**src/design/fmSynthPkg.sv**
```systemverilog
`default_nettype none

package fmSynthPkg;

	typedef logic [19:0] phaseT;
	typedef logic [31:0] ctrlT;
	typedef logic signed [7:0] pcmT;
	typedef logic [11:0] accumT;
	typedef logic [3:0] chanT;
	typedef logic [31:0] busDataT;

	localparam int numChannels = 16;

	// register selectors from address bits 3:2
	localparam logic [1:0] regCtrlA = 2'd0;
	localparam logic [1:0] regPhaseA = 2'd1;
	localparam logic [1:0] regCtrlB = 2'd2;
	localparam logic [1:0] regPhaseB = 2'd3;

	localparam int opmRead = 3;
	localparam int opmWrite = 4;
	localparam logic [1:0] busOkReady = 2'b00;

	// one full period with its peak at index 16
	localparam pcmT sineTable [64] = '{
		8'h00, 8'h0C, 8'h18, 8'h24, 8'h30, 8'h3B, 8'h46, 8'h50,
		8'h59, 8'h62, 8'h69, 8'h70, 8'h75, 8'h79, 8'h7C, 8'h7E,
		8'h7F, 8'h7E, 8'h7C, 8'h79, 8'h75, 8'h70, 8'h69, 8'h62,
		8'h59, 8'h50, 8'h46, 8'h3B, 8'h30, 8'h24, 8'h18, 8'h0C,
		8'h00, 8'hF4, 8'hE8, 8'hDC, 8'hD0, 8'hC5, 8'hBA, 8'hB0,
		8'hA7, 8'h9E, 8'h97, 8'h90, 8'h8B, 8'h87, 8'h84, 8'h82,
		8'h81, 8'h82, 8'h84, 8'h87, 8'h8B, 8'h90, 8'h97, 8'h9E,
		8'hA7, 8'hB0, 8'hBA, 8'hC5, 8'hD0, 8'hDC, 8'hE8, 8'hF4
	};

	// halfSel is phase bit 18 for the gated modes
	function automatic pcmT shapeWave(input logic [3:0] wave, input logic [5:0] index,
		input logic [5:0] indexDouble, input logic halfSel);
		pcmT base;
		pcmT fast;
		pcmT shaped;
		base = sineTable[index];
		fast = sineTable[indexDouble];
		case (wave)
			4'h1: shaped = base[7] ? 8'h00 : base;
			4'h2: shaped = base[7] ? ~base : base;
			4'h3: shaped = halfSel ? 8'h00 : base;
			4'h4: shaped = halfSel ? 8'h00 : fast;
			4'h5: shaped = halfSel ? 8'h00 : (fast[7] ? ~fast : fast);
			4'h6: shaped = base[7] ? 8'h80 : 8'h7F;
			4'h7: shaped = pcmT'({~index[5], index[4:0], index[4:3]});
			default: shaped = base;
		endcase
		return shaped;
	endfunction

	// shifts here are logical on the raw byte
	function automatic pcmT attenuate(input pcmT value, input logic [2:0] atten,
		input logic [2:0] shift);
		logic [7:0] raw;
		logic [7:0] level;
		raw = value;
		level = raw;
		if (atten[0])
			level = level - (raw >> 3);
		if (atten[1])
			level = level - (raw >> 2);
		if (atten[2])
			level = level - (raw >> 1);
		return pcmT'(level >> shift);
	endfunction

endpackage

`default_nettype wire

```
**src/design/fmRateTimer.sv**
```systemverilog
`timescale 1ns/1ps
`default_nettype none

module fmRateTimer #(
	parameter logic [15:0] StepIncrement = 16'h4000
)(
	input wire logic clock,
	input wire logic rstN,
	output logic stepStrobe
);

	logic [15:0] fraction;
	logic [15:0] nextFraction;
	logic carry;

	// carry out of the fraction marks one channel slot
	assign {carry, nextFraction} = {1'b0, fraction} + {1'b0, StepIncrement};

	always_ff @(posedge clock)
	begin
		if (!rstN)
		begin
			fraction <= '0;
			stepStrobe <= 1'b0;
		end
		else
		begin
			fraction <= nextFraction;
			stepStrobe <= carry;
		end
	end

endmodule

`default_nettype wire

```
**src/design/fmChannelSequencer.sv**
```systemverilog
`timescale 1ns/1ps
`default_nettype none

module fmChannelSequencer
	import fmSynthPkg::*;
(
	input wire logic clock,
	input wire logic rstN,
	input wire logic stepStrobe,
	output logic slotStrobe,
	output chanT slotChannel,
	output logic voiceValid,
	output chanT voiceChannel,
	output logic frameEnd
);

	chanT rover;
	logic lastSlot;
	logic [2:0] lastPipe;

	assign lastSlot = slotStrobe && (slotChannel == chanT'(numChannels - 1));

	always_ff @(posedge clock)
	begin
		if (!rstN)
		begin
			rover <= '0;
			slotStrobe <= 1'b0;
			slotChannel <= '0;
			voiceValid <= 1'b0;
			voiceChannel <= '0;
			lastPipe <= '0;
			frameEnd <= 1'b0;
		end
		else
		begin
			slotStrobe <= stepStrobe;
			if (stepStrobe)
			begin
				slotChannel <= rover;
				rover <= rover + 1'b1;
			end
			// voice reads the phase one cycle after its update
			voiceValid <= slotStrobe;
			voiceChannel <= slotChannel;
			// follow the last channel through the voice, then close the frame
			lastPipe <= {lastPipe[1:0], lastSlot};
			frameEnd <= lastPipe[2];
		end
	end

endmodule

`default_nettype wire

```
**src/design/fmRegFile.sv**
```systemverilog
`timescale 1ns/1ps
`default_nettype none

module fmRegFile
	import fmSynthPkg::*;
#(
	parameter logic [11:0] DeviceBase = 12'h008
)(
	input wire logic clock,
	input wire logic rstN,
	input wire busDataT busAddr,
	input wire busDataT busWriteData,
	input wire logic [4:0] busOpm,
	output busDataT busReadData,
	output logic [1:0] busOk,
	input wire logic slotStrobe,
	input wire chanT slotChannel,
	input wire chanT voiceChannel,
	output ctrlT ctrlA,
	output ctrlT ctrlB,
	output phaseT phaseA,
	output phaseT phaseB
);

	ctrlT ctrlARegs [numChannels];
	ctrlT ctrlBRegs [numChannels];
	phaseT phaseARegs [numChannels];
	phaseT phaseBRegs [numChannels];

	logic devSel;
	logic busRead;
	logic busWrite;
	chanT busChannel;
	logic [1:0] regSel;
	busDataT readMux;

	assign devSel = (busAddr[27:16] == DeviceBase);
	assign busChannel = busAddr[8:5];
	assign regSel = busAddr[3:2];
	assign busRead = devSel && busOpm[opmRead];
	assign busWrite = devSel && busOpm[opmWrite];

	// voice side read port
	assign ctrlA = ctrlARegs[voiceChannel];
	assign ctrlB = ctrlBRegs[voiceChannel];
	assign phaseA = phaseARegs[voiceChannel];
	assign phaseB = phaseBRegs[voiceChannel];

	always_comb
	begin
		case (regSel)
			regCtrlA: readMux = ctrlARegs[busChannel];
			regPhaseA: readMux = busDataT'(phaseARegs[busChannel]);
			regCtrlB: readMux = ctrlBRegs[busChannel];
			default: readMux = busDataT'(phaseBRegs[busChannel]);
		endcase
	end

	always_ff @(posedge clock)
	begin
		if (!rstN)
		begin
			for (int i = 0; i < numChannels; i++)
			begin
				ctrlARegs[i] <= '0;
				ctrlBRegs[i] <= '0;
				phaseARegs[i] <= '0;
				phaseBRegs[i] <= '0;
			end
			busReadData <= '0;
			busOk <= busOkReady;
		end
		else
		begin
			busReadData <= busRead ? readMux : '0;
			busOk <= busOkReady;
			// once per frame per channel
			if (slotStrobe)
			begin
				phaseARegs[slotChannel] <= phaseARegs[slotChannel] + ctrlARegs[slotChannel][19:0];
				phaseBRegs[slotChannel] <= phaseBRegs[slotChannel] + ctrlBRegs[slotChannel][19:0];
			end
			// bus write lands last, so it wins over the update
			if (busWrite)
			begin
				case (regSel)
					regCtrlA: ctrlARegs[busChannel] <= busWriteData;
					regPhaseA: phaseARegs[busChannel] <= busWriteData[19:0];
					regCtrlB: ctrlBRegs[busChannel] <= busWriteData;
					default: phaseBRegs[busChannel] <= busWriteData[19:0];
				endcase
			end
		end
	end

endmodule

`default_nettype wire

```
**src/design/fmVoice.sv**
```systemverilog
`timescale 1ns/1ps
`default_nettype none

module fmVoice
	import fmSynthPkg::*;
(
	input wire logic clock,
	input wire logic rstN,
	input wire logic voiceValid,
	input wire ctrlT ctrlA,
	input wire ctrlT ctrlB,
	input wire phaseT phaseA,
	input wire phaseT phaseB,
	output pcmT sample,
	output logic sampleValid
);

	pcmT shapedB;
	pcmT sampleB;
	ctrlT ctrlAHeld;
	phaseT phaseAHeld;
	logic stageBValid;
	logic [5:0] modOffset;
	logic [5:0] indexA;
	logic [5:0] indexADouble;
	pcmT shapedA;
	pcmT mixedA;

	// wave in 31:28, shift in 27:25, atten in 24:22 and modulate in bit 21
	assign shapedB = attenuate(shapeWave(ctrlB[31:28], phaseB[19:14], phaseB[18:13], phaseB[18]),
		ctrlB[24:22], ctrlB[27:25]);

	// B bends the index of A when modulating
	assign modOffset = ctrlAHeld[21] ? sampleB[7:2] : 6'd0;
	assign indexA = phaseAHeld[19:14] + modOffset;
	assign indexADouble = phaseAHeld[18:13] + modOffset;
	assign shapedA = attenuate(shapeWave(ctrlAHeld[31:28], indexA, indexADouble, phaseAHeld[18]),
		ctrlAHeld[24:22], ctrlAHeld[27:25]);
	assign mixedA = ctrlAHeld[21] ? shapedA : shapedA + sampleB;

	always_ff @(posedge clock)
	begin
		if (!rstN)
		begin
			stageBValid <= 1'b0;
			sampleValid <= 1'b0;
		end
		else
		begin
			stageBValid <= voiceValid;
			sampleValid <= stageBValid;
		end
	end

	// A operands ride along with B so two channels can overlap
	always_ff @(posedge clock)
	begin
		if (voiceValid)
		begin
			sampleB <= shapedB;
			ctrlAHeld <= ctrlA;
			phaseAHeld <= phaseA;
		end
		if (stageBValid)
			sample <= mixedA;
	end

endmodule

`default_nettype wire

```
**src/design/fmMixer.sv**
```systemverilog
`timescale 1ns/1ps
`default_nettype none

module fmMixer
	import fmSynthPkg::*;
(
	input wire logic clock,
	input wire logic rstN,
	input wire pcmT sample,
	input wire logic sampleValid,
	input wire logic frameEnd,
	output pcmT pcmLeft,
	output pcmT pcmRight,
	output logic pcmStrobe
);

	accumT accum;
	accumT sampleWide;
	pcmT saturated;
	pcmT pcmHeld;

	assign sampleWide = {{4{sample[7]}}, sample};

	// clip when the top nibble is not a sign copy
	always_comb
	begin
		if (accum[11:8] != {4{accum[7]}})
			saturated = accum[11] ? 8'h80 : 8'h7F;
		else
			saturated = pcmT'(accum[7:0]);
	end

	always_ff @(posedge clock)
	begin
		if (!rstN)
		begin
			accum <= '0;
			pcmHeld <= '0;
			pcmStrobe <= 1'b0;
		end
		else
		begin
			pcmStrobe <= frameEnd;
			if (frameEnd)
			begin
				pcmHeld <= saturated;
				// a sample landing on the boundary opens the next frame
				accum <= sampleValid ? sampleWide : '0;
			end
			else if (sampleValid)
				accum <= accum + sampleWide;
		end
	end

	// mono mix on both sides
	assign pcmLeft = pcmHeld;
	assign pcmRight = pcmHeld;

endmodule

`default_nettype wire

```
**src/design/fmSynthTop.sv**
```systemverilog
`timescale 1ns/1ps
`default_nettype none

module fmSynthTop
	import fmSynthPkg::*;
#(
	parameter logic [15:0] StepIncrement = 16'h4000,
	parameter logic [11:0] DeviceBase = 12'h008
)(
	input wire logic clock,
	input wire logic rstN,
	input wire busDataT busAddr,
	input wire busDataT busWriteData,
	input wire logic [4:0] busOpm,
	output busDataT busReadData,
	output logic [1:0] busOk,
	output pcmT pcmLeft,
	output pcmT pcmRight,
	output logic pcmStrobe
);

	logic stepStrobe;
	logic slotStrobe;
	chanT slotChannel;
	logic voiceValid;
	chanT voiceChannel;
	logic frameEnd;
	ctrlT ctrlA;
	ctrlT ctrlB;
	phaseT phaseA;
	phaseT phaseB;
	pcmT sample;
	logic sampleValid;

	fmRateTimer #(
		.StepIncrement(StepIncrement)
	) u_rateTimer (
		.clock(clock),
		.rstN(rstN),
		.stepStrobe(stepStrobe)
	);

	fmChannelSequencer u_sequencer (
		.clock(clock),
		.rstN(rstN),
		.stepStrobe(stepStrobe),
		.slotStrobe(slotStrobe),
		.slotChannel(slotChannel),
		.voiceValid(voiceValid),
		.voiceChannel(voiceChannel),
		.frameEnd(frameEnd)
	);

	fmRegFile #(
		.DeviceBase(DeviceBase)
	) u_regFile (
		.clock(clock),
		.rstN(rstN),
		.busAddr(busAddr),
		.busWriteData(busWriteData),
		.busOpm(busOpm),
		.busReadData(busReadData),
		.busOk(busOk),
		.slotStrobe(slotStrobe),
		.slotChannel(slotChannel),
		.voiceChannel(voiceChannel),
		.ctrlA(ctrlA),
		.ctrlB(ctrlB),
		.phaseA(phaseA),
		.phaseB(phaseB)
	);

	fmVoice u_voice (
		.clock(clock),
		.rstN(rstN),
		.voiceValid(voiceValid),
		.ctrlA(ctrlA),
		.ctrlB(ctrlB),
		.phaseA(phaseA),
		.phaseB(phaseB),
		.sample(sample),
		.sampleValid(sampleValid)
	);

	fmMixer u_mixer (
		.clock(clock),
		.rstN(rstN),
		.sample(sample),
		.sampleValid(sampleValid),
		.frameEnd(frameEnd),
		.pcmLeft(pcmLeft),
		.pcmRight(pcmRight),
		.pcmStrobe(pcmStrobe)
	);

endmodule

`default_nettype wire

```
**config.mk**
```make
export PLATFORM = sky130hd
export DESIGN_NAME = fmSynthTop
export DESIGN_NICKNAME = d
export VERILOG_FILES = /design/src/design/fmSynthPkg.sv /design/src/design/fmRateTimer.sv /design/src/design/fmChannelSequencer.sv /design/src/design/fmRegFile.sv /design/src/design/fmVoice.sv /design/src/design/fmMixer.sv /design/src/design/fmSynthTop.sv
export SDC_FILE = /design/constraint.sdc
export NUM_CORES = 2
export LEC_CHECK = 0
export BUFFER_PORTS_ARGS = -buffer_cell sky130_fd_sc_hd__clkbuf_2
export CAP_MARGIN = 5
export CORE_MARGIN = 8
export CORE_UTILIZATION = 55
export CTS_BUF_LIST = sky130_fd_sc_hd__clkbuf_8
export CTS_CLUSTER_SIZE = 12
export DETAILED_ROUTE_END_ITERATION = 8
export HOLD_SLACK_MARGIN = 0.12
export MAX_ROUTING_LAYER = met4
export PLACE_DENSITY = 0.74
export SYNTH_ARGS = -nofsm -noshare
export SYNTH_HDL_FRONTEND = slang
export SYNTH_SLANG_ARGS = --single-unit
```
**constraint.sdc**
```tcl
create_clock -name clock -period 10.8 [get_ports clock]
set_input_delay 1.08 -clock clock [delete_from_list [all_inputs] [get_ports clock]]
set_output_delay 1.08 -clock clock [all_outputs]
set_load 0.01 [all_outputs]
```
==> flow_summary.json <==
{
  "r2r_slack_ns": 0.65,
  "synth_cell_types": 105,
  "ys_async_sr_fraction_pct": 0,
  "finalSetupTns_ns": 0,
  "cts_buffers": 315,
  "area_delta_synth_final_pct": 8.85,
  "vdd_drop_max_v": 0.000150,
  "report.power.total_mw": 15.8,
  "wl_per_cell_um": 34.9,
  "r2r-end": "u_voice.sample[6]$_DFFE_PP_",
  "max-clock-path-buffers": 4,
  "grt_overflow": 0,
  "placed_area_um2": 110000,
  "cts_tree": "yes",
  "totalWireLength_um": 360000,
  "root_buffer": "clkbuf_8",
  "dp_hpwl_um": 208000,
  "max_stage_delay_ns": 0.53,
  "grt.total_usage_pct": 34.5,
  "start_kind": "flip-flop",
  "fmax_mhz": 98.5,
  "r2r_cells": 52,
  "synthesis.area_per_instance_um2": 13.9,
  "r2r-start": "u_voice.ctrlAHeld[21]$_DFFE_PP_",
  "whs_endpoint": "u_mixer.pcmLeft[1]$_SDFFE_PN0P_",
  "insertion_delay_ns": 1.08,
  "seq_area_frac_synth_pct": 49.5,
  "drv_cap": 0,
  "drt_iter0_drc": 12800,
  "vias_per_cell": 7.32,
  "synthesis.area_um2": 106000,
  "fin_crit_ns": 10.15,
  "outcome": "finished clean",
  "final_core_util_pct": 60.1,
  "grt_antenna_before_repair": 37,
  "first_pass_iters": 6,
  "hold_class": "input port to flip-flop",
  "power_leakage_nw": 39.3,
  "setup_viol": 0,
  "yosysWarnings": 0,
  "ios": 122,
  "hold_viol": 0,
  "power.density_nw_per_um2": 137,
  "min_path_cells": 3,
  "synth_edf_count": 1698,
  "startpoint": "u_voice.ctrlAHeld[21]$_DFFE_PP_",
  "io_buffers": 102,
  "htreeDepth": 5,
  "final_antenna_net_count": 0,
  "fin_nets": 7747,
  "worstPathArrival_ns": 10.90,
  "die_w_um": 456,
  "relSlewSlack_pct": 11.7,
  "start_util_pct": 55.3,
  "drive_gt1_share_pct": 27.3,
  "skew_ns": 0.0777,
  "path_clk_slew_ns": 0.06,
  "syn_inst": 7630,
  "slew_viol_final": 0,
  "coreArea_um2": 192000,
  "globalplace.congestion": 0.914,
  "slowest_stage": "mux4_2",
  "clock_sinks": 1778,
  "vias": 75500,
  "grt_first_pass_wirelength_um": 511000,
  "final_cell_area_um2": 116000,
  "min_from": "rstN",
  "worstSetupPathType": "flip-flop to flip-flop",
  "required_ns": 11.55,
  "dieArea_um2": 208000,
  "synth-seq-cells": 1778,
  "grt_max_degree": 147,
  "grt_pass1_vias": 74700,
  "worst_pin_slew_ns": 1.32,
  "fin_crit_sh_pct": 94.0,
  "synth_flop_cell": "edfxtp_1",
  "rows": 161,
  "cp_max_fo": 30,
  "setup.worst_path.end_class": "flip-flop",
  "die_h_um": 456,
  "drc": 0
}
-- layout make-up --
type                       count  area (µm²)
fill                       14200       76700
sequential                  1778       52600
tap                         2526        3160
antenna                       43         108
clock inverter               195         907
clock buffer                 337        4640
inverter                     106         402
timing repair buffer         407        2930
multi-input combinational   4921       51000
-- logic make-up (layout without fill, tap and decap cells) --
kind of cell / count (synthesis) / after routing / synth area share, %
other: 1 / 45 / 0.00353
adder cells (fa/ha/maj): 148 / 148 / 1.81
flip-flops: 1778 / 1778 / 49.5
multiplexers: 1182 / 1182 / 24.3
XOR/XNOR: 106 / 106 / 0.886
AO/OA/AOI/OAI: 1337 / 1337 / 9.25
buffers and inverters: 932 / 1045 / 3.46
AND/OR/NAND/NOR: 2146 / 2146 / 10.8
-- metal layers --
metal | vias up | track usage [%] | share of wire [%]
met4 | 0 | 20.3 | 7.1
met2 | 6324 | 51.0 | 45
met3 | 1408 | 10.9 | 15
li1 | 30000 | - | -
met5 | - | - | 0
met1 | 37700 | 41.8 | 33
-- stage by stage --
| stage | setup slack, ns | hold slack, ns | std cells |
|---|---|---|---|
| final | 0.645 | 0.395 | 10300 |
| after global routing | -0.0395 | 0.375 | 10300 |
| after CTS | 0.165 | 0.332 | 10300 |
| after detailed placement | 0.268 | 0.415 | 9725 |
| after global placement | 0.139 | 0.409 | 9725 |
| after floorplan | 0.406 | 0.398 | 7631 |
-- power by group --
group	total, mW	leakage (nW)	internal (mW)	switching (mW)
Combinational	2.03	18.8	0.791	1.23
Sequential	7.97	17.3	7.82	0.148
Clock	5.80	3.27	2.95	2.85
-- cell usage in the layout, fill, tap and decap left out, types with 71 or more instances in the layout --
| master | n |
|---|---|
| buf_4 | 297 |
| nand2_1 | 492 |
| mux4_2 | 1105 |
| clkbuf_8 | 337 |
| a21oi_1 | 131 |
| and2_1 | 1079 |
| ha_1 | 135 |
| o31ai_1 | 152 |
| dfxtp_1 | 71 |
| inv_1 | 214 |
| xnor2_1 | 75 |
| edfxtp_1 | 1698 |
| a22o_1 | 409 |
| clkbuf_2 | 97 |
| nand3_1 | 89 |
| nor2_1 | 158 |
| o21ai_0 | 218 |
-- registers in the layout, indices dropped and copies added, names as in the netlist, 11 cells and up, named ones only --
register	count
u_regFile.phaseARegs	320
u_regFile.busReadData	32
u_mixer.accum	12
u_regFile.ctrlARegs	512
u_regFile.phaseBRegs	320
u_voice.ctrlAHeld	11
u_regFile.ctrlBRegs	512
-- synth_stat cells (all sizes together), types with 45 or more instances --
cell    instances  area share (%)
edfxtp       1698              48
mux4         1115              24
and2         1084             6.4
clkbuf        646             2.3
nand2         494             1.7
a22o          409             3.4
o21ai         264             1.2
nor2          249            0.88
buf           180            0.79
o31ai         153             1.1
a21oi         137            0.65
ha            137             1.6
inv           101            0.36
nand3          89            0.42
dfxtp          80             1.5
xnor2          80            0.66
o211ai         54            0.39
nor2b          45            0.26
-- critical path, delay by kind of cell, from the launching register on --
kind | cells | cell delay, ns
buffers and inverters | 7 | 0.87
xor gates and xnor gates | 5 | 0.91
muxes | 4 | 1.16
DFF | 1 | 0.37
adders and majority gates | 7 | 2.15
and+or+nand+nor | 8 | 1.18
AOI/OAI and AO/OA | 21 | 3.21
-- worst max path at each step --
stage | end | slack, ns | cells past startpoint
6_report | u_voice.sample[6]$_DFFE_PP_ | 0.65 | 52
5_1_grt | u_voice.sample[7]$_DFFE_PP_ | -0.04 | 53
4_1_cts | u_voice.sample[7]$_DFFE_PP_ | 0.17 | 51
3_5_place_dp | u_voice.sample[7]$_DFFE_PP_ | 0.27 | 51
3_3_place_gp | u_voice.sample[7]$_DFFE_PP_ | 0.14 | 48
2_1_floorplan | u_voice.sample[7]$_DFFE_PP_ | 0.41 | 56
-- what timing repair did --
action,CTS,global route
setup endpoints to repair,0,5
hold buffers,0,0
resized for setup,0,30
setup buffers,0,11
(Power assumes the default switching activity.)
